--- config.mk ---
export PLATFORM = sky130hd
export DESIGN_NAME = uart_top
export DESIGN_NICKNAME = d
export VERILOG_FILES = /design/src/verilog/uart_pkg.sv /design/src/verilog/baud_timer.sv /design/src/verilog/tx_frame_fsm.sv /design/src/verilog/tx_shifter.sv /design/src/verilog/rx_frame_fsm.sv /design/src/verilog/rx_shifter.sv /design/src/verilog/uart_top.sv
export SDC_FILE = /design/constraint.sdc
export NUM_CORES = 1
export LEC_CHECK = 0
export ABC_AREA = 1
export BUFFER_PORTS_ARGS = -buffer_cell sky130_fd_sc_hd__buf_4
export CAP_MARGIN = 0
export CORE_AREA = 2 2 105 107
export CTS_CLUSTER_DIAMETER = 60
export DETAILED_ROUTE_END_ITERATION = 7
export DIE_AREA = 0 0 107 109
export GPL_ROUTABILITY_DRIVEN = 0
export PLACE_DENSITY = 0.49
export SETUP_SLACK_MARGIN = 0.1
export SKIP_LAST_GASP = 1
export SLEW_MARGIN = 20
export SYNTH_ARGS = -nofsm -noshare
export SYNTH_HDL_FRONTEND = slang
export SYNTH_SLANG_ARGS = --single-unit
--- constraint.sdc ---
create_clock -name clk -period 1.8 [get_ports clk]
set_clock_uncertainty 0.05 [all_clocks]
set_input_delay 0 -clock clk [delete_from_list [all_inputs] [get_ports clk]]
set_output_delay 0 -clock clk [all_outputs]
set_load 0.005 [all_outputs]
--- src/verilog/uart_pkg.sv ---
package uart_pkg;

   // ####################
   // Line timing
   // ####################
   localparam int CLKS_PER_BIT = 8;               // Clocks per serial bit
   localparam int HALF_BIT     = 4;               // Mid-bit sample offset

   // ####################
   // Frame layout
   // ####################
   localparam int DATA_BITS  = 8;
   localparam int FRAME_BITS = DATA_BITS + 3;     // Start, data, parity, stop
   localparam int WORD_BITS  = 2 * FRAME_BITS;    // Two frames per command

   typedef logic [DATA_BITS-1:0]   byte_t;
   typedef logic [2*DATA_BITS-1:0] cmd_t;
   typedef logic [WORD_BITS-1:0]   tx_word_t;
   typedef logic [2:0]             baud_cnt_t;    // 0 .. CLKS_PER_BIT-1
   typedef logic [4:0]             bit_idx_t;     // 0 .. WORD_BITS-1

   typedef enum logic {
      TX_IDLE,
      TX_SEND
   } tx_state_t;

   typedef enum logic [2:0] {
      RX_IDLE,
      RX_START,
      RX_DATA,
      RX_PARITY,
      RX_STOP
   } rx_state_t;

endpackage

--- src/verilog/baud_timer.sv ---
`timescale 1ns/1ps

module baud_timer (
   input  logic clk,
   input  logic rst_n,
   input  logic run,
   input  logic restart,
   output logic bit_tick,
   output logic mid_tick
);

   import uart_pkg::*;

   baud_cnt_t cnt;
   logic      cnt_last;
   logic      cnt_mid;

   assign cnt_last = (cnt == baud_cnt_t'(CLKS_PER_BIT - 1));
   assign cnt_mid  = (cnt == baud_cnt_t'(HALF_BIT - 1));

   // ####################
   // Clock count within one bit
   // ####################
   always_ff @(posedge clk or negedge rst_n) begin
      if (!rst_n) begin
         cnt <= '0;
      end else if (restart || !run) begin
         cnt <= '0;                                // Hold at bit start
      end else if (cnt_last) begin
         cnt <= '0;
      end else begin
         cnt <= cnt + 1'b1;
      end
   end

   assign bit_tick = run && cnt_last;              // Last clock of a bit
   assign mid_tick = run && cnt_mid;               // Middle of a bit

endmodule

--- src/verilog/tx_frame_fsm.sv ---
`timescale 1ns/1ps

module tx_frame_fsm (
   input  logic clk,
   input  logic rst_n,
   input  logic cmd_vld,
   input  logic bit_tick,
   output logic cmd_rdy,
   output logic load,
   output logic shift,
   output logic timer_run
);

   import uart_pkg::*;

   tx_state_t state;
   tx_state_t state_nxt;
   bit_idx_t  bit_idx;
   logic      last_bit;

   assign last_bit = (bit_idx == bit_idx_t'(WORD_BITS - 1));

   // ####################
   // Handshake and strobes
   // ####################
   assign cmd_rdy   = (state == TX_IDLE);
   assign load      = cmd_vld && cmd_rdy;          // Command taken this clock
   assign timer_run = (state == TX_SEND);
   assign shift     = timer_run && bit_tick;

   always_comb begin
      state_nxt = state;
      case (state)
         TX_IDLE: begin
            if (load) begin
               state_nxt = TX_SEND;
            end
         end
         TX_SEND: begin
            if (shift && last_bit) begin
               state_nxt = TX_IDLE;                // All 22 bits out
            end
         end
         default: state_nxt = TX_IDLE;
      endcase
   end

   always_ff @(posedge clk or negedge rst_n) begin
      if (!rst_n) begin
         state <= TX_IDLE;
      end else begin
         state <= state_nxt;
      end
   end

   // Index of the bit now on the line
   always_ff @(posedge clk or negedge rst_n) begin
      if (!rst_n) begin
         bit_idx <= '0;
      end else if (load) begin
         bit_idx <= '0;
      end else if (shift) begin
         bit_idx <= last_bit ? '0 : bit_idx + 1'b1;
      end
   end

endmodule

--- src/verilog/tx_shifter.sv ---
`timescale 1ns/1ps

module tx_shifter (
   input  logic           clk,
   input  logic           rst_n,
   input  uart_pkg::cmd_t cmd_in,
   input  logic           load,
   input  logic           shift,
   output logic           tx
);

   import uart_pkg::*;

   byte_t    hi_byte;
   byte_t    lo_byte;
   logic     hi_par;
   logic     lo_par;
   tx_word_t word;
   tx_word_t framed;

   assign hi_byte = cmd_in[2*DATA_BITS-1:DATA_BITS];
   assign lo_byte = cmd_in[DATA_BITS-1:0];
   assign hi_par  = ~^hi_byte;                     // Odd parity
   assign lo_par  = ~^lo_byte;

   // ####################
   // Two frames, high byte first
   // ####################
   assign framed = {1'b0, hi_byte, hi_par, 1'b1,
                    1'b0, lo_byte, lo_par, 1'b1};

   always_ff @(posedge clk or negedge rst_n) begin
      if (!rst_n) begin
         word <= '1;                               // Line idles high
      end else if (load) begin
         word <= framed;
      end else if (shift) begin
         word <= {word[WORD_BITS-2:0], 1'b1};
      end
   end

   assign tx = word[WORD_BITS-1];

endmodule

--- src/verilog/rx_frame_fsm.sv ---
`timescale 1ns/1ps

module rx_frame_fsm (
   input  logic clk,
   input  logic rst_n,
   input  logic rx_fall,
   input  logic rx_bit,
   input  logic mid_tick,
   output logic timer_run,
   output logic timer_restart,
   output logic sample,
   output logic frame_done
);

   import uart_pkg::*;

   rx_state_t                      state;
   rx_state_t                      state_nxt;
   logic [$clog2(DATA_BITS)-1:0]   data_cnt;
   logic                           data_last;

   assign data_last = (data_cnt == DATA_BITS - 1);

   assign timer_run     = (state != RX_IDLE);
   assign timer_restart = (state == RX_IDLE) && rx_fall;
   assign sample        = mid_tick && (state == RX_DATA || state == RX_PARITY);
   assign frame_done    = mid_tick && (state == RX_STOP);

   // ####################
   // Frame sequencing
   // ####################
   always_comb begin
      state_nxt = state;
      case (state)
         RX_IDLE:   if (rx_fall)  state_nxt = RX_START;
         RX_START:  if (mid_tick) state_nxt = rx_bit ? RX_IDLE : RX_DATA; // High means glitch
         RX_DATA:   if (mid_tick && data_last) state_nxt = RX_PARITY;
         RX_PARITY: if (mid_tick) state_nxt = RX_STOP;
         RX_STOP:   if (mid_tick) state_nxt = RX_IDLE;
         default:   state_nxt = RX_IDLE;
      endcase
   end

   always_ff @(posedge clk or negedge rst_n) begin
      if (!rst_n) begin
         state <= RX_IDLE;
      end else begin
         state <= state_nxt;
      end
   end

   always_ff @(posedge clk or negedge rst_n) begin
      if (!rst_n) begin
         data_cnt <= '0;
      end else if (state != RX_DATA) begin
         data_cnt <= '0;
      end else if (mid_tick) begin
         data_cnt <= data_cnt + 1'b1;              // Data bit taken
      end
   end

endmodule

--- src/verilog/rx_shifter.sv ---
`timescale 1ns/1ps

module rx_shifter (
   input  logic            clk,
   input  logic            rst_n,
   input  logic            rx,
   input  logic            sample,
   input  logic            frame_done,
   output logic            rx_bit,
   output logic            rx_fall,
   output uart_pkg::byte_t read_data,
   output logic            read_rdy,
   output logic            rx_err
);

   import uart_pkg::*;

   logic                 rx_meta;
   logic                 rx_sync;
   logic                 rx_prev;
   logic [DATA_BITS:0]   shreg;                    // Data bits then parity
   logic                 frame_ok;

   // ####################
   // Synchronizer and edge
   // ####################
   always_ff @(posedge clk or negedge rst_n) begin
      if (!rst_n) begin
         rx_meta <= 1'b1;
         rx_sync <= 1'b1;
         rx_prev <= 1'b1;
      end else begin
         rx_meta <= rx;
         rx_sync <= rx_meta;
         rx_prev <= rx_sync;
      end
   end

   assign rx_bit  = rx_sync;
   assign rx_fall = rx_prev && !rx_sync;

   always_ff @(posedge clk) begin
      if (sample) begin
         shreg <= {shreg[DATA_BITS-1:0], rx_bit};  // MSB arrives first
      end
   end

   // Stop bit is on the line at frame_done
   assign frame_ok = rx_bit && (^shreg);

   always_ff @(posedge clk or negedge rst_n) begin
      if (!rst_n) begin
         read_data <= '0;
         read_rdy  <= 1'b0;
         rx_err    <= 1'b0;
      end else begin
         read_rdy <= frame_done && frame_ok;
         rx_err   <= frame_done && !frame_ok;
         if (frame_done && frame_ok) begin
            read_data <= shreg[DATA_BITS:1];
         end
      end
   end

endmodule

--- src/verilog/uart_top.sv ---
`timescale 1ns/1ps

module uart_top (
   input  logic            clk,
   input  logic            rst_n,
   input  uart_pkg::cmd_t  cmd_in,
   input  logic            cmd_vld,
   output logic            cmd_rdy,
   output logic            tx,
   input  logic            rx,
   output uart_pkg::byte_t read_data,
   output logic            read_rdy,
   output logic            rx_err
);

   logic tx_load;
   logic tx_shift;
   logic tx_run;
   logic tx_bit_tick;
   logic rx_run;
   logic rx_restart;
   logic rx_mid_tick;
   logic rx_bit;
   logic rx_fall;
   logic rx_sample;
   logic rx_frame_done;

   // ####################
   // Transmit path
   // ####################
   tx_frame_fsm tx_fsm0 (
      .clk       (clk),
      .rst_n     (rst_n),
      .cmd_vld   (cmd_vld),
      .bit_tick  (tx_bit_tick),
      .cmd_rdy   (cmd_rdy),
      .load      (tx_load),
      .shift     (tx_shift),
      .timer_run (tx_run)
   );

   baud_timer tx_timer0 (
      .clk      (clk),
      .rst_n    (rst_n),
      .run      (tx_run),
      .restart  (tx_load),
      .bit_tick (tx_bit_tick),
      .mid_tick ()                                 // Not needed on transmit
   );

   tx_shifter tx_shift0 (
      .clk    (clk),
      .rst_n  (rst_n),
      .cmd_in (cmd_in),
      .load   (tx_load),
      .shift  (tx_shift),
      .tx     (tx)
   );

   // ####################
   // Receive path
   // ####################
   rx_frame_fsm rx_fsm0 (
      .clk           (clk),
      .rst_n         (rst_n),
      .rx_fall       (rx_fall),
      .rx_bit        (rx_bit),
      .mid_tick      (rx_mid_tick),
      .timer_run     (rx_run),
      .timer_restart (rx_restart),
      .sample        (rx_sample),
      .frame_done    (rx_frame_done)
   );

   baud_timer rx_timer0 (
      .clk      (clk),
      .rst_n    (rst_n),
      .run      (rx_run),
      .restart  (rx_restart),
      .bit_tick (),                                // Sampling uses mid-bit only
      .mid_tick (rx_mid_tick)
   );

   rx_shifter rx_shift0 (
      .clk        (clk),
      .rst_n      (rst_n),
      .rx         (rx),
      .sample     (rx_sample),
      .frame_done (rx_frame_done),
      .rx_bit     (rx_bit),
      .rx_fall    (rx_fall),
      .read_data  (read_data),
      .read_rdy   (read_rdy),
      .rx_err     (rx_err)
   );

endmodule

; ---- Word level (Yosys, flattened, before mapping)
; Index checks and enable logic that the tools add are counted.
[word_totals]
regBits = 62
inputBits = 20
out_inout_bits = 12
wordCells = 83
[op_classes]
add_sub_neg = 4
n_eq_ne = 15
n_mux = 21
bitwise = 1
n_reduce_logical = 28
[ops]
columns = op, n
row1 = 22-bit two-way mux, 2
row2 = 3-bit two-way mux, 11
row3 = 8-bit XNOR reduction, 2
row4 = 5-bit two-way mux, 3
row5 = 3-bit case mux with 5 select lines, 1
row6 = 1-bit logical AND, 13
row7 = 3-bit == test (second input constant), 4
row8 = 3-bit by 1-bit adder with 3-bit output (second input constant), 3
row9 = 3-bit by 2-bit == test with 1-bit output (second input constant), 3
row10 = 9-bit parity, 1
row11 = 2-bit by 1-bit inequality test with 1-bit output (second input constant), 4
row12 = 5-bit by 1-bit adder with 5-bit output (second input constant), 1
row13 = 5-bit == test (second input constant), 1
row14 = 5-bit AND reduction, 1
row15 = 1-bit logical NOT, 4
row16 = 2-bit nonzero test, 2
row17 = 3-bit by 1-bit == test with 1-bit output (second input constant), 1
row18 = 3-bit logical NOT, 1
row19 = 1-bit logical OR, 3
row20 = 3-bit by 2-bit inequality test with 1-bit output (second input constant), 1
row21 = 3-bit nonzero test, 1
row22 = 1-bit two-way mux, 2
row23 = 2-bit two-way mux, 1
row24 = 2-bit inequality test (second input constant), 1
row25 = 2 further kinds, 2

; ---- Longest topological paths before layout
[logic_depth]
word_depth = 6
depth_mapped = 12
ltp_nobuf = 12

; ---- Modules after synthesis
; Synthesis repeated with hierarchy kept, for this count alone.
[hier_totals]
cells_unflattened = 405
hier_area_um2 = 3380.7
[by_module_without_submodules]
columns = module, instances, cells_per_inst, area_per_inst_um2, seq_area_each_um2
row1 = tx_shifter, 1, 155, 1280.0, 551.8
row2 = rx_shifter, 1, 110, 1007.2, 599.3
row3 = tx_frame_fsm, 1, 51, 380.4, 150.1
row4 = rx_frame_fsm, 1, 49, 372.9, 150.1
row5 = baud_timer, 2, 20, 170.2, 75.1

; ---- Worst setup path after synthesis
; Ideal clock, no wire load.
[synth_timing]
kind = flip-flop to flip-flop
startpoint = register rx_timer0.cnt[0]
endpoint = register rx_shift0.shreg[0] (enable)
setup_time_ns = 0.387
arrival_ns = 1.531
required_ns = 1.363
path_slack_ns = -0.167
path_stages_with_launch = 5
path_buffers = 0
period_less_slack_ns = 1.967
cell_sequence = dfrtp_1 -> ha_1 -> ha_1 -> inv_1 -> nor3_1
[synth_between]
elab_chain_len = 3
[synth_lines]
columns = item, line_no
row1 = from (decl), baud_timer.sv:14  ; baud_cnt_t cnt;
row2 = from (signal assigned), baud_timer.sv:32  ; cnt <= cnt + 1'b1;
row3 = 3-bit by 2-bit == test with 1-bit output, baud_timer.sv:19  ; assign cnt_mid = (cnt == baud_cnt_t'(HALF_BIT - 1));
row4 = 1-bit logical AND, baud_timer.sv:37  ; assign mid_tick = run && cnt_mid;
row5 = 1-bit logical AND, rx_frame_fsm.sv:26  ; assign sample = mid_tick && (state == RX_DATA || state == RX_PARITY);
row6 = net rx_fsm0.sample, rx_frame_fsm.sv:11  ; output logic sample,
row7 = to (signal assigned), rx_shifter.sv:44  ; shreg <= {shreg[DATA_BITS-1:0], rx_bit};
row8 = to (decl), rx_shifter.sv:21  ; logic [DATA_BITS:0] shreg;
; The timed path passes the listed nets, and every way through them passes these cells.
; A chain may end at the register's enable or synchronous reset.

; ---- Worst setup path after layout
[layout_timing]
startpoint = register tx_timer0.cnt[0]
endpoint = register tx_fsm0.bit_idx[2]
[layout_between]
elab_chain_len = 4
[layout_lines]
columns = item, line_no
row1 = from (decl), baud_timer.sv:14
row2 = from (signal assigned), baud_timer.sv:32
row3 = 3-bit == test, baud_timer.sv:18  ; assign cnt_last = (cnt == baud_cnt_t'(CLKS_PER_BIT - 1));
row4 = 1-bit logical AND, baud_timer.sv:36  ; assign bit_tick = run && cnt_last;
row5 = 1-bit logical AND, tx_frame_fsm.sv:29  ; assign shift = timer_run && bit_tick;
row6 = 2-bit nonzero test (no source line), --
row7 = to (signal assigned), tx_frame_fsm.sv:63  ; bit_idx <= last_bit ? '0 : bit_idx + 1'b1;
row8 = to (decl), tx_frame_fsm.sv:18  ; bit_idx_t bit_idx;
; Every way passes these cells.

==> flow_summary.ini <==
[global_route]
grt_pass1_vias = 2262
antenna_found_initial = 0
gr-total-overflow = 0
grt_pass1_wl_um = 10100
grt_use_total_pct = 11.0
grt_max_degree = 53

[cells_and_area]
drive_above_1_share_pct = 27.0
fin_nets = 428
num_antenna_cells = 0
area_growth_pct = 30.9
n_fill_cell = 1067
multiInputGateArea_um2 = 1240
regArea_um2 = 1600

[flow_run]
cap_violations = 0

[worst_setup_path]
critical_path_arrival_ns = 1.75
path_cells = ha_1, ha_1, nand2_2, inv_4, nor2_4, inv_4, a21oi_1, nor2_1
reg2reg_depth = 8
end_kind = flop
path_class = reg -> reg
crit_slowest_cell = dfrtp_1
crit_path_start_kind = flop
cpPeakStageDelay_ns = 0.39
critPathMaxFanout = 15
crit_required_ns = 1.98

[logic_synthesis]
ys_ff_latch = 61
yosys_warnings = 0
syn_nets = 363
syn_avg_cell_area_um2 = 8.98
synthCells = 334
synth_cell_types = 28
syn_area_um2 = 3000
ys_seq_area_share_pct = 53.4

[route]
routed.top_layer = met4
m1WireLength_um = 2930
dr_wl_met2_um = 2850
dr.first_iter.drc_count = 60
final_antenna_net_count = 0
dr.pass1.iters = 4
met3_length_um = 230
routedWlPerCell_um = 11.2
dr_total_vias = 2385
drc = 0
viasPerCell = 4.38
routed_wl_um = 6110

[floorplanning]
start_util_pct = 28.3
core.rowCount = 38
core_area_um2 = 10600
dieWidth_um = 107
io_pins = 32
dieArea_um2 = 11700
die_y_um = 109

[cts]
cts_buffers = 9
cts_tree = yes
clock-root-buffer = clkbuf_8
h-tree-depth = 3
clk_latency_ns = 0.34
clockBufferDepth = 2
cts.sinks = 61
clk_pin_slew_worst_paths_ns = 0.07

[pwr]
p_leak_nw = 1.87
powerDensity_nw_per_um2 = 1020
p_total_mw = 4.00
ir_worst_vdd_mv = 0.303

[timing]
slew_viol_final = 0
setup_violations = 0
rsz0062_at_grt = false
setup_tns_ns = 0
max_freq_mhz = 635
fin_crit_ns = 1.57
tightest_slew_ns = 0.649
hold_viol = 0
slew_headroom_pct = 56.7
period_share_pct = 87.4

[place]
dp_hpwl_um = 4140
io_buffers = 31

[outcome]
outcome = complete, no violations

[min_path]
hold_class = in -> async
final timing paths:
kind                                             startpoint                                  to  slack [ns]
worst max-delay path             tx_timer0.cnt[0]$_DFF_PN0_      tx_fsm0.bit_idx[2]$_DFFE_PN0P_        0.23
max in group asynchronous                             rst_n  rx_shift0.read_data[5]$_DFFE_PN0P_        1.08
worst min register to register  rx_shift0.rx_meta$_DFF_PN1_          rx_shift0.rx_bit$_DFF_PN1_        0.31
min in group clk                                         rx         rx_shift0.rx_meta$_DFF_PN1_        0.27
worst max register to register   tx_timer0.cnt[0]$_DFF_PN0_      tx_fsm0.bit_idx[2]$_DFFE_PN0P_        0.23
worst min-delay path                                  rst_n         tx_fsm0.timer_run$_DFF_PN0_        0.18
cells by family after synthesis:
group           Yosys count  share of synthesized area [%]
compound gates           65                           11.3
xor+xnor                 16                           4.67
flops                    61                           53.4
buf+inv                  54                           7.26
fa+ha+maj                 9                           3.75
simple gates            129                           19.7
timing repair:
| action | CTS | global route |
|---|---|---|
| setup buffers | 0 | 3 |
| hold buffers | 19 | 0 |
| gates resized for setup | 1 | 14 |
| setup endpoints to repair | 9 | 23 |
| endpoints found under the hold margin | 46 | 0 |
| cloned | 0 | 1 |
| pin swaps | 0 | 4 |
Yosys cell counts, drive strengths merged:
cell	instances	area, µm²
nor3	3	15.0
nor2	28	144
buf	7	41.3
nand3	9	45.0
edfxtp	9	270
o21ai	18	93.8
dfrtp	28	701
dfstp	24	631
clkbuf	1	3.75
o22ai	5	31.3
xor2	5	43.8
a21oi	41	205
nand2	79	309
ha	9	113
nand4	10	77.6
xnor2	11	96.3
inv	46	173
o211ai	1	7.51
stage by stage:
stage | util [%] | instance area (µm²) | hold slack (ns) | std cells | setup WS [ns]
floorplan | - | 3010 | -0.346 | 334 | 0.108
global placement | 32.3 | 3430 | 0.0365 | 505 | 0.163
detailed placement | 32.3 | 3430 | 0.0274 | 505 | 0.0515
CTS | 36.2 | 3840 | 0.196 | 540 | 0.123
global route | 37.0 | 3930 | 0.239 | 544 | 0.0812
finish | 37.0 | 3930 | 0.179 | 544 | 0.226
where the power goes:
part           leakage, nW  total (mW)  switching (mW)  internal, mW
combinational         1.06        1.02           0.605         0.416
sequential           0.700        1.73           0.136          1.60
clock                0.113        1.25           0.513         0.739
routing by layer:
metal / vias up / global-route usage (%)
met5: - / 0
met4: 0 / 4.82
met3: 8 / 3.47
met2: 32 / 17.1
met1: 1129 / 14.2
li1: 1216 / -
state kept, by name, indices dropped and copies added, names as in the netlist:
signal and count:
tx_shift0.word 21, rx_fsm0.state 3, rx_shift0.shreg 9, tx_fsm0.timer_run 1
rx_shift0.read_rdy 1, rx_shift0.read_data 8, rx_shift0.rx_err 1, tx_fsm0.bit_idx 5
tx_timer0.cnt 3, rx_shift0.rx_bit 1, rx_fsm0.data_cnt 3, rx_shift0.rx_meta 1
rx_timer0.cnt 3, rx_shift0.rx_prev 1
cell usage in the layout (no fill, tap or decap), types with 2 or more instances in the layout:
cell type and count:
nor2_4 2, inv_1 40, ha_1 7, o21ai_0 15, a21oi_1 40, dfstp_2 24, edfxtp_1 9, nand2_2 7
clkinv_2 2, o21ai_1 2, dlygate4sd3_1 19, nand2_1 72, nand4_4 2, inv_2 4, buf_4 41, clkbuf_16 2
inv_4 2, xnor2_1 11, clkbuf_8 11, xor2_1 5, nor2_1 21, nor3_1 2, nor2_2 4, o22ai_1 5
dfrtp_1 28, nand4_1 9, nand3_1 8
final cells by class:
type,instances,share of cell area (%)
Tap cell,140,4.46
Timing Repair Buffer,61,13.1
Multi-Input combinational cell,220,31.7
Sequential cell,61,40.8
Clock inverter,2,0.255
Clock buffer,14,5.22
Inverter,46,4.52
worst max-delay path: cells and delay by family (launching register included):
kind,cells,cell delay [ns]
fa+ha+maj,2,0.41
simple gates,3,0.31
buf+inv,2,0.18
flops,1,0.39
compound gates,1,0.13
(Power assumes the default switching activity.)
